--- src/source/m92_defines.svh ---
// Shared widths and constants for the M92 board glue
// SDRAM and hiscore address widths, DIP download index and bank count,
// and the SDRAM page that holds CPU work RAM
`ifndef M92_DEFINES_SVH
`define M92_DEFINES_SVH

// SDRAM byte address and channel word widths
`define M92_SDR_ADDR_W   25
`define M92_SDR_DATA_W   16

// Hiscore engine byte address width
`define M92_HS_ADDR_W    20

// Host download slot that carries the DIP settings
`define M92_DIP_INDEX    8'd254
`define M92_DIP_BANKS    3

// Upper nine SDRAM address bits of CPU work RAM
`define M92_CPU_RAM_PAGE 9'h00A

`endif

--- src/source/m92_mem_pkg.sv ---
// Memory-side types for SDRAM channel 3 and the hiscore bridge
// Channel address, data and byte enables, hiscore address, channel owner
`default_nettype none

`include "m92_defines.svh"

package m92_mem_pkg;

    typedef logic [`M92_SDR_ADDR_W-1:0] sdr_addr_t;
    typedef logic [`M92_SDR_DATA_W-1:0] sdr_data_t;
    // Bit 1 enables the high byte
    typedef logic [1:0]                 sdr_be_t;
    typedef logic [`M92_HS_ADDR_W-1:0]  hs_addr_t;
    typedef logic [7:0]                 byte_t;

    // Who holds channel 3 outside ROM loading
    typedef enum logic [1:0] {
        OWN_IDLE,
        OWN_HS,
        OWN_CPU
    } ch3_owner_t;

endpackage

`default_nettype wire

--- src/source/m92_input_pkg.sv ---
// Player input types and button bit positions of the pad words
`default_nettype none

package m92_input_pkg;

    // Raw pad word from keyboard or joystick
    typedef logic [15:0] pad_t;
    // Game controls of one player, the low ten pad bits
    typedef logic [9:0]  player_t;
    // DIP bank, a zero bit means the switch is on
    typedef logic [7:0]  dip_bank_t;

    localparam int BTN_START      = 10;
    localparam int BTN_COIN       = 11;
    localparam int BTN_START2_ALT = 12;
    localparam int BTN_PAUSE      = 13;

endpackage

`default_nettype wire

--- src/source/ioctl_dip_decoder.sv ---
// DIP switch capture from the host download stream
// Holds the DIP banks and presents them as one concatenated word
`timescale 1ns/1ps
`default_nettype none

`include "m92_defines.svh"

module ioctl_dip_decoder (
    input  wire                         clk_sys,
    input  wire                         rst_n,
    input  wire                         ioctl_wr,
    input  wire m92_mem_pkg::byte_t     ioctl_index,
    input  wire m92_mem_pkg::sdr_addr_t ioctl_addr,
    input  wire m92_mem_pkg::byte_t     ioctl_dout,
    output wire [`M92_DIP_BANKS*8-1:0]  dip_sw
);

    localparam int SEL_W = $clog2(`M92_DIP_BANKS);

    m92_input_pkg::dip_bank_t banks [`M92_DIP_BANKS];
    logic dip_wr;

    assign dip_wr = ioctl_wr && (ioctl_index == `M92_DIP_INDEX)
                    && (ioctl_addr < `M92_DIP_BANKS);

    // All ones after reset, every switch off
    always_ff @(posedge clk_sys or negedge rst_n) begin
        if (!rst_n) begin
            for (int i = 0; i < `M92_DIP_BANKS; i++) begin
                banks[i] <= '1;
            end
        end else if (dip_wr) begin
            banks[ioctl_addr[SEL_W-1:0]] <= ioctl_dout;
        end
    end

    // Bank 0 in the low byte
    for (genvar g = 0; g < `M92_DIP_BANKS; g++) begin : g_pack
        assign dip_sw[g*8 +: 8] = banks[g];

        // A bank only moves on a DIP download write to its own address
        a_dip_stable : assert property (@(posedge clk_sys) disable iff (!rst_n)
            $changed(dip_sw[g*8 +: 8]) |-> $past(ioctl_wr
                && (ioctl_index == `M92_DIP_INDEX) && (ioctl_addr == g)))
            else $error("DIP bank %0d changed without a download write to it", g);
    end

endmodule

`default_nettype wire

--- src/source/arcade_input_mapper.sv ---
// Keyboard and joystick merge for four players
// Registered player controls, start buttons, coin and pause
`timescale 1ns/1ps
`default_nettype none

`include "m92_defines.svh"

module arcade_input_mapper (
    input  wire                          clk_sys,
    input  wire                          rst_n,
    input  wire m92_input_pkg::pad_t     joystick_p1,
    input  wire m92_input_pkg::pad_t     joystick_p2,
    input  wire m92_input_pkg::pad_t     joystick_p3,
    input  wire m92_input_pkg::pad_t     joystick_p4,
    input  wire m92_input_pkg::pad_t     keyboard_p1,
    input  wire m92_input_pkg::pad_t     keyboard_p2,
    input  wire m92_input_pkg::pad_t     keyboard_p3,
    input  wire m92_input_pkg::pad_t     keyboard_p4,
    input  wire [3:0]                    key_start,
    input  wire [3:0]                    key_coin,
    input  wire                          key_pause,
    output m92_input_pkg::player_t       p1_input,
    output m92_input_pkg::player_t       p2_input,
    output m92_input_pkg::player_t       p3_input,
    output m92_input_pkg::player_t       p4_input,
    output logic [3:0]                   start_buttons,
    output logic                         coin,
    output logic                         pause
);

    m92_input_pkg::pad_t combined;
    logic [3:0] start_next;

    // Any joystick can give the shared buttons
    assign combined = joystick_p1 | joystick_p2 | joystick_p3 | joystick_p4;

    assign start_next[0] = joystick_p1[m92_input_pkg::BTN_START] | key_start[0];
    assign start_next[1] = joystick_p2[m92_input_pkg::BTN_START]
                           | combined[m92_input_pkg::BTN_START2_ALT] | key_start[1];
    assign start_next[2] = joystick_p3[m92_input_pkg::BTN_START] | key_start[2];
    assign start_next[3] = joystick_p4[m92_input_pkg::BTN_START] | key_start[3];

    always_ff @(posedge clk_sys or negedge rst_n) begin
        if (!rst_n) begin
            p1_input      <= '0;
            p2_input      <= '0;
            p3_input      <= '0;
            p4_input      <= '0;
            start_buttons <= '0;
            coin          <= 1'b0;
            pause         <= 1'b0;
        end else begin
            p1_input      <= m92_input_pkg::player_t'(keyboard_p1 | joystick_p1);
            p2_input      <= m92_input_pkg::player_t'(keyboard_p2 | joystick_p2);
            p3_input      <= m92_input_pkg::player_t'(keyboard_p3 | joystick_p3);
            p4_input      <= m92_input_pkg::player_t'(keyboard_p4 | joystick_p4);
            start_buttons <= start_next;
            coin          <= combined[m92_input_pkg::BTN_COIN] | (|key_coin);
            pause         <= combined[m92_input_pkg::BTN_PAUSE] | key_pause;
        end
    end

endmodule

`default_nettype wire

--- src/source/hiscore_ram_bridge.sv ---
// Hiscore access bridge into CPU work RAM
// Edge detect of the byte enables, toggle request towards channel 3,
// byte select of the returned word
`timescale 1ns/1ps
`default_nettype none

`include "m92_defines.svh"

module hiscore_ram_bridge (
    input  wire                         clk_sys,
    input  wire                         rst_n,
    input  wire m92_mem_pkg::hs_addr_t  hs_address,
    input  wire m92_mem_pkg::byte_t     hs_data_in,
    input  wire                         hs_read_enable,
    input  wire                         hs_write_enable,
    output m92_mem_pkg::byte_t          hs_data_out,
    output logic                        hs_data_ready,
    output m92_mem_pkg::sdr_addr_t      hs_sdr_addr,
    output m92_mem_pkg::sdr_be_t        hs_sdr_be,
    output m92_mem_pkg::sdr_data_t      hs_sdr_din,
    output logic                        hs_rq,
    input  wire                         hs_ack,
    input  wire m92_mem_pkg::sdr_data_t sdr_ch3_dout
);

    logic rd_lat;
    logic wr_lat;
    logic active;
    logic start;
    logic done;

    // Edges during an access are dropped
    assign start = !active && ((hs_write_enable && !wr_lat)
                               || (hs_read_enable && !rd_lat));
    assign done  = active && (hs_rq == hs_ack);

    always_ff @(posedge clk_sys or negedge rst_n) begin
        if (!rst_n) begin
            rd_lat        <= 1'b0;
            wr_lat        <= 1'b0;
            active        <= 1'b0;
            hs_rq         <= 1'b0;
            hs_data_ready <= 1'b0;
        end else begin
            rd_lat        <= hs_read_enable;
            wr_lat        <= hs_write_enable;
            hs_data_ready <= done;
            if (start) begin
                hs_rq  <= ~hs_rq;
                active <= 1'b1;
            end else if (done) begin
                active <= 1'b0;
            end
        end
    end

    always_ff @(posedge clk_sys) begin
        if (start) begin
            hs_sdr_addr <= {`M92_CPU_RAM_PAGE, hs_address[15:0]};
            // Reads carry no byte enable
            hs_sdr_be   <= hs_write_enable ? {hs_address[0], ~hs_address[0]} : 2'b00;
            hs_sdr_din  <= {hs_data_in, hs_data_in};
        end
        if (done) begin
            hs_data_out <= hs_sdr_addr[0] ? sdr_ch3_dout[15:8] : sdr_ch3_dout[7:0];
        end
    end

    // The ack never comes with the request toggle, so ready ends an access
    // that has run for at least two cycles
    a_ready_in_access : assert property (@(posedge clk_sys) disable iff (!rst_n)
        hs_data_ready |-> $past(active) && $past(active, 2))
        else $error("hiscore ready outside an access");

endmodule

`default_nettype wire

--- src/source/sdram_ch3_arbiter.sv ---
// SDRAM channel 3 sharing between ROM loader, hiscore bridge and CPU
// Owner FSM, pending CPU request and latched request fields
`timescale 1ns/1ps
`default_nettype none

`include "m92_defines.svh"

module sdram_ch3_arbiter (
    input  wire                         clk_sys,
    input  wire                         rst_n,
    input  wire                         rom_load_busy,
    input  wire                         rom_req,
    input  wire m92_mem_pkg::sdr_addr_t rom_addr,
    input  wire m92_mem_pkg::sdr_data_t rom_data,
    input  wire m92_mem_pkg::sdr_be_t   rom_be,
    input  wire m92_mem_pkg::sdr_addr_t cpu_addr,
    input  wire                         cpu_req,
    output logic                        cpu_rdy,
    input  wire m92_mem_pkg::sdr_addr_t hs_sdr_addr,
    input  wire m92_mem_pkg::sdr_be_t   hs_sdr_be,
    input  wire m92_mem_pkg::sdr_data_t hs_sdr_din,
    input  wire                         hs_rq,
    output logic                        hs_ack,
    output wire m92_mem_pkg::sdr_addr_t sdr_ch3_addr,
    output wire m92_mem_pkg::sdr_data_t sdr_ch3_din,
    output wire m92_mem_pkg::sdr_be_t   sdr_ch3_be,
    output wire                         sdr_ch3_rnw,
    output wire                         sdr_ch3_req,
    input  wire                         sdr_ch3_ready
);

    m92_mem_pkg::ch3_owner_t owner;
    m92_mem_pkg::sdr_addr_t  req_addr;
    m92_mem_pkg::sdr_data_t  req_din;
    m92_mem_pkg::sdr_be_t    req_be;
    logic issue;
    logic cpu_pend;
    logic hs_new;
    logic cpu_want;
    logic accept_hs;
    logic accept_cpu;
    logic finish;

    assign hs_new     = hs_rq != hs_ack;
    assign cpu_want   = cpu_req || cpu_pend;
    // Hiscore wins a tie
    assign accept_hs  = (owner == m92_mem_pkg::OWN_IDLE) && !rom_load_busy && hs_new;
    assign accept_cpu = (owner == m92_mem_pkg::OWN_IDLE) && !rom_load_busy
                        && !hs_new && cpu_want;
    assign finish     = (owner != m92_mem_pkg::OWN_IDLE) && !issue && sdr_ch3_ready;

    //////////////////////////////////////////////////////////////////////////
    // Owner FSM
    //////////////////////////////////////////////////////////////////////////

    always_ff @(posedge clk_sys or negedge rst_n) begin
        if (!rst_n) begin
            owner    <= m92_mem_pkg::OWN_IDLE;
            issue    <= 1'b0;
            cpu_pend <= 1'b0;
            cpu_rdy  <= 1'b0;
            hs_ack   <= 1'b0;
        end else begin
            issue    <= accept_hs || accept_cpu;
            cpu_pend <= cpu_want && !accept_cpu;
            cpu_rdy  <= 1'b0;
            case (owner)
                m92_mem_pkg::OWN_IDLE: begin
                    if (accept_hs) begin
                        owner <= m92_mem_pkg::OWN_HS;
                    end else if (accept_cpu) begin
                        owner <= m92_mem_pkg::OWN_CPU;
                    end
                end
                m92_mem_pkg::OWN_HS: begin
                    if (finish) begin
                        hs_ack <= hs_rq;
                        owner  <= m92_mem_pkg::OWN_IDLE;
                    end
                end
                m92_mem_pkg::OWN_CPU: begin
                    if (finish) begin
                        cpu_rdy <= 1'b1;
                        owner   <= m92_mem_pkg::OWN_IDLE;
                    end
                end
                default: owner <= m92_mem_pkg::OWN_IDLE;
            endcase
        end
    end

    always_ff @(posedge clk_sys) begin
        if (accept_hs) begin
            req_addr <= hs_sdr_addr;
            req_be   <= hs_sdr_be;
            req_din  <= hs_sdr_din;
        end else if (accept_cpu) begin
            // CPU side only reads
            req_addr <= cpu_addr;
            req_be   <= 2'b00;
        end
    end

    //////////////////////////////////////////////////////////////////////////
    // Channel outputs, the ROM loader bypasses the FSM
    //////////////////////////////////////////////////////////////////////////

    assign sdr_ch3_addr = rom_load_busy ? rom_addr : req_addr;
    assign sdr_ch3_din  = rom_load_busy ? rom_data : req_din;
    assign sdr_ch3_be   = rom_load_busy ? rom_be : req_be;
    assign sdr_ch3_rnw  = rom_load_busy ? 1'b0 : (req_be == 2'b00);
    assign sdr_ch3_req  = rom_load_busy ? rom_req : issue;

    a_one_outstanding : assert property (@(posedge clk_sys) disable iff (!rst_n)
        issue |=> (!issue until sdr_ch3_ready))
        else $error("channel 3 request while a cycle is outstanding");

    // The CPU holds the channel from its request cycle up to the ready
    a_cpu_rdy_owner : assert property (@(posedge clk_sys) disable iff (!rst_n)
        cpu_rdy |-> $past(owner == m92_mem_pkg::OWN_CPU, 2))
        else $error("cpu_rdy without CPU ownership");

endmodule

`default_nettype wire

--- src/source/m92_board_glue.sv ---
// Board glue top level around the M92 core
// DIP decoder, input mapper, hiscore bridge and channel 3 arbiter
`timescale 1ns/1ps
`default_nettype none

`include "m92_defines.svh"

module m92_board_glue (
    input  wire                          clk_sys,
    input  wire                          rst_n,
    input  wire                          ioctl_wr,
    input  wire m92_mem_pkg::byte_t      ioctl_index,
    input  wire m92_mem_pkg::sdr_addr_t  ioctl_addr,
    input  wire m92_mem_pkg::byte_t      ioctl_dout,
    output wire [`M92_DIP_BANKS*8-1:0]   dip_sw,
    input  wire m92_input_pkg::pad_t     joystick_p1,
    input  wire m92_input_pkg::pad_t     joystick_p2,
    input  wire m92_input_pkg::pad_t     joystick_p3,
    input  wire m92_input_pkg::pad_t     joystick_p4,
    input  wire m92_input_pkg::pad_t     keyboard_p1,
    input  wire m92_input_pkg::pad_t     keyboard_p2,
    input  wire m92_input_pkg::pad_t     keyboard_p3,
    input  wire m92_input_pkg::pad_t     keyboard_p4,
    input  wire [3:0]                    key_start,
    input  wire [3:0]                    key_coin,
    input  wire                          key_pause,
    output wire m92_input_pkg::player_t  p1_input,
    output wire m92_input_pkg::player_t  p2_input,
    output wire m92_input_pkg::player_t  p3_input,
    output wire m92_input_pkg::player_t  p4_input,
    output wire [3:0]                    start_buttons,
    output wire                          coin,
    output wire                          pause,
    input  wire                          rom_load_busy,
    input  wire                          rom_req,
    input  wire m92_mem_pkg::sdr_addr_t  rom_addr,
    input  wire m92_mem_pkg::sdr_data_t  rom_data,
    input  wire m92_mem_pkg::sdr_be_t    rom_be,
    input  wire m92_mem_pkg::sdr_addr_t  cpu_addr,
    input  wire                          cpu_req,
    output wire                          cpu_rdy,
    input  wire m92_mem_pkg::hs_addr_t   hs_address,
    input  wire m92_mem_pkg::byte_t      hs_data_in,
    input  wire                          hs_read_enable,
    input  wire                          hs_write_enable,
    output wire m92_mem_pkg::byte_t      hs_data_out,
    output wire                          hs_data_ready,
    output wire m92_mem_pkg::sdr_addr_t  sdr_ch3_addr,
    output wire m92_mem_pkg::sdr_data_t  sdr_ch3_din,
    output wire m92_mem_pkg::sdr_be_t    sdr_ch3_be,
    output wire                          sdr_ch3_rnw,
    output wire                          sdr_ch3_req,
    input  wire                          sdr_ch3_ready,
    input  wire m92_mem_pkg::sdr_data_t  sdr_ch3_dout
);

    // Hiscore request between bridge and arbiter
    m92_mem_pkg::sdr_addr_t hs_sdr_addr;
    m92_mem_pkg::sdr_be_t   hs_sdr_be;
    m92_mem_pkg::sdr_data_t hs_sdr_din;
    logic                   hs_rq;
    logic                   hs_ack;

    ioctl_dip_decoder u_dip (
        .clk_sys, .rst_n, .ioctl_wr, .ioctl_index, .ioctl_addr, .ioctl_dout, .dip_sw
    );

    arcade_input_mapper u_inputs (
        .clk_sys, .rst_n,
        .joystick_p1, .joystick_p2, .joystick_p3, .joystick_p4,
        .keyboard_p1, .keyboard_p2, .keyboard_p3, .keyboard_p4,
        .key_start, .key_coin, .key_pause,
        .p1_input, .p2_input, .p3_input, .p4_input,
        .start_buttons, .coin, .pause
    );

    hiscore_ram_bridge u_hs_bridge (
        .clk_sys, .rst_n, .hs_address, .hs_data_in, .hs_read_enable, .hs_write_enable,
        .hs_data_out, .hs_data_ready, .hs_sdr_addr, .hs_sdr_be, .hs_sdr_din,
        .hs_rq, .hs_ack, .sdr_ch3_dout
    );

    sdram_ch3_arbiter u_ch3_arb (
        .clk_sys, .rst_n, .rom_load_busy, .rom_req, .rom_addr, .rom_data, .rom_be,
        .cpu_addr, .cpu_req, .cpu_rdy, .hs_sdr_addr, .hs_sdr_be, .hs_sdr_din,
        .hs_rq, .hs_ack, .sdr_ch3_addr, .sdr_ch3_din, .sdr_ch3_be, .sdr_ch3_rnw,
        .sdr_ch3_req, .sdr_ch3_ready
    );

endmodule

`default_nettype wire

--- config.mk ---
export PLATFORM = sky130hd
export DESIGN_NAME = m92_board_glue
export DESIGN_NICKNAME = d
export VERILOG_FILES = /design/src/source/m92_mem_pkg.sv /design/src/source/m92_input_pkg.sv /design/src/source/ioctl_dip_decoder.sv /design/src/source/arcade_input_mapper.sv /design/src/source/hiscore_ram_bridge.sv /design/src/source/sdram_ch3_arbiter.sv /design/src/source/m92_board_glue.sv
export VERILOG_INCLUDE_DIRS = /design/src /design/src/source
export SDC_FILE = /design/constraint.sdc
export NUM_CORES = 1
export LEC_CHECK = 0
export CAP_MARGIN = 20
export CORE_AREA = 3 3 166 168
export DETAILED_ROUTE_END_ITERATION = 7
export DIE_AREA = 0 0 169 171
export DONT_BUFFER_PORTS = 1
export MAX_ROUTING_LAYER = met4
export PLACE_DENSITY = 0.38
export SYNTH_ARGS = -nofsm -noshare
export SYNTH_HDL_FRONTEND = slang
export SYNTH_SLANG_ARGS = --single-unit
export TNS_END_PERCENT = 10
--- constraint.sdc ---
create_clock -name clk_sys -period 3.2 [get_ports clk_sys]
set_input_delay 0.32 -clock clk_sys [delete_from_list [all_inputs] [get_ports clk_sys]]
set_output_delay 0.32 -clock clk_sys [all_outputs]
set_load 0.05 [all_outputs]
-- Word level (Yosys, flattened, before mapping)
Cells that the tools add are included.
- bits in registers: 166
- output and inout bits: 125
- bitwise operators: 17
- reductions and logical operators: 33
- mux-type cells: 21
- eq/ne operators: 7
- $lt $le $gt $ge: 3
- operators by type and width (kind ; number):
    $mux 25 ; 2
    $or 14x14->14 ; 3
    $or 10x10->10 ; 4
    $mux 16 ; 2
    $lt 25x2->1 const B ; 1
    $bwmux 24 ; 1
    $demux 8 s2 ; 1
    $mux 8 ; 2
    $logic_and 1x1->1 ; 14
    $mux 2 ; 6
    $eq 8x8->1 const B ; 1
    $logic_not 1->1 ; 7
    $or 1x1->1 ; 7
    $mux 1 ; 6
    $reduce_bool 2->1 ; 3
    $logic_not 2->1 ; 2
    $pmux 2 s2 ; 1
    $reduce_and 2->1 ; 2
    $reduce_or 4->1 ; 1
    $ge 3x3->1 const B ; 1
    $logic_or 1x1->1 ; 3
    $lt 3x1->1 const B ; 1
    $ne 3x1->1 const B ; 1
    $not 2->3 ; 1
    other kinds (7) ; 8

-- Logic depth before layout (Yosys ltp)
- depth in word-level cells: 7
- gate-level depth with buffers: 7

-- Cells and area by module
Synthesis repeated with hierarchy kept, for this count alone.
- cells, all modules: 390
- area total of the unflattened synthesis: 6550.0 um^2
- modules (own cells, without submodules) (module ; cells each ; instances ; area each (um^2)):
    sdram_ch3_arbiter ; 153 ; 1 ; 2561.2
    arcade_input_mapper ; 98 ; 1 ; 1462.7
    hiscore_ram_bridge ; 77 ; 1 ; 1456.4
    ioctl_dip_decoder ; 62 ; 1 ; 1069.8

-- Worst setup path before layout
No wires, ideal clock.
- path type: reg2reg
- start point: reg u_ch3_arb.owner[0]
- end point: reg u_ch3_arb.owner[0]
- data required time: 3.079 ns
- stages on the path, launching flop included: 7
- setup time: 0.121 ns
- arrival: 2.590 ns
- slack: 0.489 ns
- clock period less this slack: 2.711 ns
- cells stage by stage: dfrtp_1 -> inv_1 -> ha_1 -> nand2b_1 -> a21oi_1 -> o21ai_0 -> a22o_1
- cells in the longest elaborated chain, start to end: 6
- RTL lines (what ; line ; RTL):
    start: declaration ; sdram_ch3_arbiter.sv:32 ; m92_mem_pkg::ch3_owner_t owner;
    start signal: assignment ; sdram_ch3_arbiter.sv:58 ; owner <= m92_mem_pkg::OWN_IDLE;
    start signal: assignment ; sdram_ch3_arbiter.sv:70 ; owner <= m92_mem_pkg::OWN_HS;
    start signal: assignment ; sdram_ch3_arbiter.sv:72 ; owner <= m92_mem_pkg::OWN_CPU;
    $logic_not 2->1 ; sdram_ch3_arbiter.sv:47, sdram_ch3_arbiter.sv:48, sdram_ch3_arbiter.sv:67 ;
    $logic_and 1x1->1 ; sdram_ch3_arbiter.sv:47, sdram_ch3_arbiter.sv:48 ;
    $logic_and 1x1->1 (2 in series) ; sdram_ch3_arbiter.sv:49 ; && !hs_new && cpu_want;
    $ne 3x1->1 (no source line) ; - ;
    $reduce_and 2->1 (no source line) ; - ;
Parallel ways exist; a longest one is shown, timed or not.
A chain may end at the register's enable or synchronous reset.

-- Worst setup path after layout
- start point: reg u_ch3_arb.owner[1]
- end point: reg u_ch3_arb.req_addr[15], data pin
- cells in the longest elaborated chain, start to end: 4
- RTL lines (what ; line ; RTL):
    $logic_not 2->1 ; sdram_ch3_arbiter.sv:47 ; assign accept_hs = (owner == m92_mem_pkg::OWN_IDLE) && !rom_load_busy && hs_new;
    $logic_and 1x1->1 (2 in series) ; sdram_ch3_arbiter.sv:47 ;
    $mux 16 ; sdram_ch3_arbiter.sv:93 ; if (accept_hs) begin
    end signal: assignment ; sdram_ch3_arbiter.sv:94 ; req_addr <= hs_sdr_addr;
    end signal: assignment ; sdram_ch3_arbiter.sv:99 ; req_addr <= cpu_addr;
    end: declaration ; sdram_ch3_arbiter.sv:33 ; m92_mem_pkg::sdr_addr_t req_addr;
Every way passes these cells.

==> flow_summary.rst <==
.. list-table::
   :header-rows: 1

   * - Metric
     - Value
   * - Startpoint of the worst setup timing path
     - u_ch3_arb.owner[1]
   * - Netlist cell types
     - 30
   * - CTS sink cnt
     - 150
   * - Kind of cell with the highest combined delay on the critical path
     - buffers and inverters
   * - Total wire length after detailed routing
     - 17.0 mm
   * - Crit path buffers/inverters
     - 2
   * - Number of global-route vias before repair
     - approximately 3900
   * - Placeable core region
     - 26100 um^2
   * - Root cell of the clock tree
     - clkbuf_16
   * - Ant diodes
     - 0
   * - Number of synthesized flops with an enable pin
     - approximately 70
   * - Launch point of the worst reg-to-reg path
     - u_ch3_arb.owner[1]
   * - Buffers inserted during post-CTS setup optimization
     - 0
   * - Class of the worst hold path
     - in -> reg
   * - Share of power burned in registers
     - 0.470
   * - GR Layer Usage met1
     - 0.116
   * - Prevailing post-synth register cell
     - edfxtp_1
   * - Routability-driven placement congestion ratio
     - about 0.76
   * - Levels on crit path
     - 6
   * - Register clock-pin slew on the reported worst setup and hold paths
     - 0.06 ns
   * - Chip Width
     - 169 um
   * - Area growth from synthesis to final layout
     - 35.7%
   * - Timing endpoint of the critical path
     - u_ch3_arb.req_addr[15]
   * - Final worst path period share
     - 0.681
   * - CTS buffer count
     - 17
   * - Worst Setup End Kind
     - flip-flop
   * - Critical path's slowest cell
     - buf_4
   * - Die boundary height
     - 171 um
   * - Count of endpoints failing hold in the final timing report
     - 0
   * - Synthesis Warnings
     - 0
   * - Worst reg2reg setup slack
     - 1.02 ns
   * - DPL Wire Length
     - ~13 mm
   * - Most used standard cell by instance count after synthesis
     - mux2_2
   * - Total iterations of the first detailed-routing run
     - 4
   * - Max-cap check violation count
     - 0
   * - Int Power
     - ~4.0 mW
   * - DRC errors left
     - 0
   * - Share of flip-flops with an asynchronous set or reset after synthesis
     - 0.540
   * - Setup CP Type
     - reg -> reg
   * - TritonCTS clock tree
     - yes
   * - Post-synthesis sequential area ratio
     - 0.698
   * - Kind of start point of the critical path
     - flip-flop
   * - H-tree lvl count
     - 4
   * - First-pass GRT wire length
     - 23.7 mm
   * - Worst Reg2Reg Path Length in Cells
     - 6
   * - RSZ-0062 raised after global routing
     - false
   * - Final ANT Viol Nets
     - 0
   * - Relative contribution of the clock network to total power
     - 0.339
   * - Worst IR Drop VDD
     - 272 uV
   * - Static Leak
     - 2.96 nW
   * - Transition time at the pin with the least slew margin
     - 0.693 ns
   * - Vias/cell
     - 4.22
   * - Overall Global Routing Usage
     - 0.114
   * - Combinational group share of total power
     - 0.191
   * - Number of rows created at floorplan
     - 59
   * - CP max stage delay
     - 0.41 ns
   * - Peak fanout along the critical path
     - 28
   * - Number of ports placed on the die boundary
     - 424
   * - Initial DRC Count
     - 124
   * - Avg Cell Area, Syn
     - around 15 um^2
   * - Port buffer count
     - 0
   * - Time the final worst path needs with I/O delays and setup
     - 2.18 ns
   * - Critical-path cell list
     - inv_1, ha_1, nand2b_1, nor2_4, buf_4, mux2_2
   * - Final setup viols
     - 0
   * - Relative slew margins
     - 0.534
   * - Maximum number of pins on one net before global-route repair
     - 82
   * - Synth cell count leaders
     - mux2_2, edfxtp_1, dfrtp_1
   * - Clock buffer depth
     - 2
   * - Syn nets
     - between 600 and 700
   * - Biggest area contributors in the synthesized netlist
     - edfxtp_1, dfrtp_1, mux2_2, dfstp_2, or2_2
   * - Avg WL per Cell
     - 19.9 um
   * - Full die area
     - 28900 um^2
   * - Initial antenna violation count
     - 0
   * - Layout cells sized above 1
     - 0.370
   * - Switching part of the total
     - 0.342
   * - Arr. time, crit path
     - 2.34 ns
   * - Final Hold Slack
     - approximately 0.020 ns
   * - Number of instances in the synthesized netlist
     - 385
   * - Number of nets in the layout
     - 805
   * - CTS resizes
     - 0
   * - Setup skew after layout
     - 0.00874 ns
   * - Initial core utilization
     - 0.227
   * - Area share of the leading cell type in the synthesized netlist
     - 0.350
   * - Highest Clock Rate
     - 459 MHz
   * - Data required time of the critical path
     - 3.36 ns
   * - Largest area contributor in the synthesized netlist
     - edfxtp_1
   * - Total power
     - 6.02 mW
   * - Number of flip-flops and latches in the synthesized netlist
     - 150
   * - Grt ovf
     - 0
   * - Post-Synthesis Cell Area
     - ~6000 um^2
   * - Areal power density over the cells
     - 750 nW/um^2
   * - Met3 routing resource usage after global routing
     - 0.0400
   * - Most congested layer reported by global routing
     - met2
   * - Setup TNS Final
     - 0 ns
   * - Endpoint of the worst-slack reg-to-reg timing path
     - u_ch3_arb.req_addr[15]
   * - Number of buffers added to fix hold violations after cts
     - 99
   * - Max Transition Viols Final
     - 0
   * - Clock latency on the worst-skew pair
     - 0.42 ns
   * - DR vias
     - 3593
   * - Utilization of the core after routing
     - 0.308
   * - Reported net switching power
     - 2.06 mW
   * - Status
     - complete, no violations
   * - Met2 usage in global routing
     - 0.206
-- worst reg2reg max path, stage by stage (launching register included) --
cell and delay, ns:
dfrtp_1 0.40, inv_1 0.09, ha_1 0.24, nand2b_1 0.14, nor2_4 0.26, buf_4 0.41
mux2_2 0.39
-- how the worst min path moves through the flow --
stage	from	endpoint	slack, ns	cells after the start
final	keyboard_p4[6]	u_inputs.p4_input[6]	0.02	1
after global routing	keyboard_p2[8]	u_inputs.p2_input[8]	0.001	1
after CTS	joystick_p2[9]	u_inputs.p2_input[9]	0.00008	1
after detailed placement	rst_n	u_inputs.start_buttons[3]	0.03	0
after global placement	rst_n	u_inputs.p4_input[9]	0.03	0
after floorplan	rst_n	u_ch3_arb.cpu_pend	0.02	0
-- layout make-up --
type,count,area [um^2]
tap,335,419
timing repair buffer,108,1110
inverter,6,22.5
multi-input combinational,220,1750
clock buffer,20,469
fill,2574,18000
clock inverter,12,128
sequential,150,4130
-- logic make-up (layout without fill, tap and decap cells) --
group,after synthesis,in the layout,share of synthesized area
flip-flops,150,150,0.698
AND/OR/NAND/NOR,129,129,0.128
multiplexers,77,77,0.147
buffers and inverters,15,146,0.00952
AO/OA/AOI/OAI,9,9,0.00868
adder cells (fa/ha/maj),3,3,0.00635
XOR/XNOR,2,2,0.00296
-- cells in the final DEF (no fill, tap or decap), types with 3 or more instances in the layout --
cell type      netlist  layout
and2_1               5       5
buf_4                0       3
clkbuf_16            0      18
dfrtp_1             57      57
dfstp_2             24      24
dlygate4sd3_1        0     103
edfxtp_1            69      69
ha_1                 3       3
inv_1                5       5
inv_6                0       4
inv_8                0       3
mux2_2              77      77
nand2_1             44      44
nand2b_1             4       4
nor2_1               4       3
nor2b_1              8       8
nor4_1               8       8
or2_2               45      45
-- metal layers --
| layer | wire length, um | share of wire |
|---|---|---|
| met5 | 0 | 0 |
| met4 | 362 | 0.021 |
| met3 | 1400 | 0.083 |
| met2 | 9200 | 0.54 |
| met1 | 6000 | 0.35 |
-- state kept, by name, summed over array words and instances (netlist names), 2 cells and up --
signal	cells
u_ch3_arb.req_addr	25
u_inputs.p3_input	10
u_inputs.p1_input	10
u_ch3_arb.req_din	8
u_inputs.p2_input	10
u_inputs.start_buttons	4
u_hs_bridge.hs_data_out	8
u_dip.dip_sw	24
u_inputs.p4_input	10
u_ch3_arb.req_be	2
u_hs_bridge.hs_sdr_din	8
u_hs_bridge.hs_sdr_be	2
u_hs_bridge.hs_sdr_addr	16
u_ch3_arb.owner	2
-- power groups by stage --
stage	logic, mW	registers [mW]	clock network, mW
after CTS	1.15	2.84	2.14
final	1.15	2.83	2.04
after global placement	1.02	2.87	0
after detailed placement	1.03	2.88	0
after floorplan	0.853	2.81	0
after global routing	1.24	2.86	2.22
-- metrics by stage --
| step | instances | setup slack (ns) | cell area, um^2 |
|---|---|---|---|
| 3_5_place_dp | 714 | 0.981 | 6340 |
| 6_report | 851 | 1.02 | 8030 |
| 3_3_place_gp | 714 | 1.05 | 6340 |
| 4_1_cts | 845 | 0.985 | 7950 |
| 2_1_floorplan | 385 | 0.489 | 5910 |
| 5_1_grt | 851 | 0.861 | 8030 |
Power figures use the tool's default switching activity.
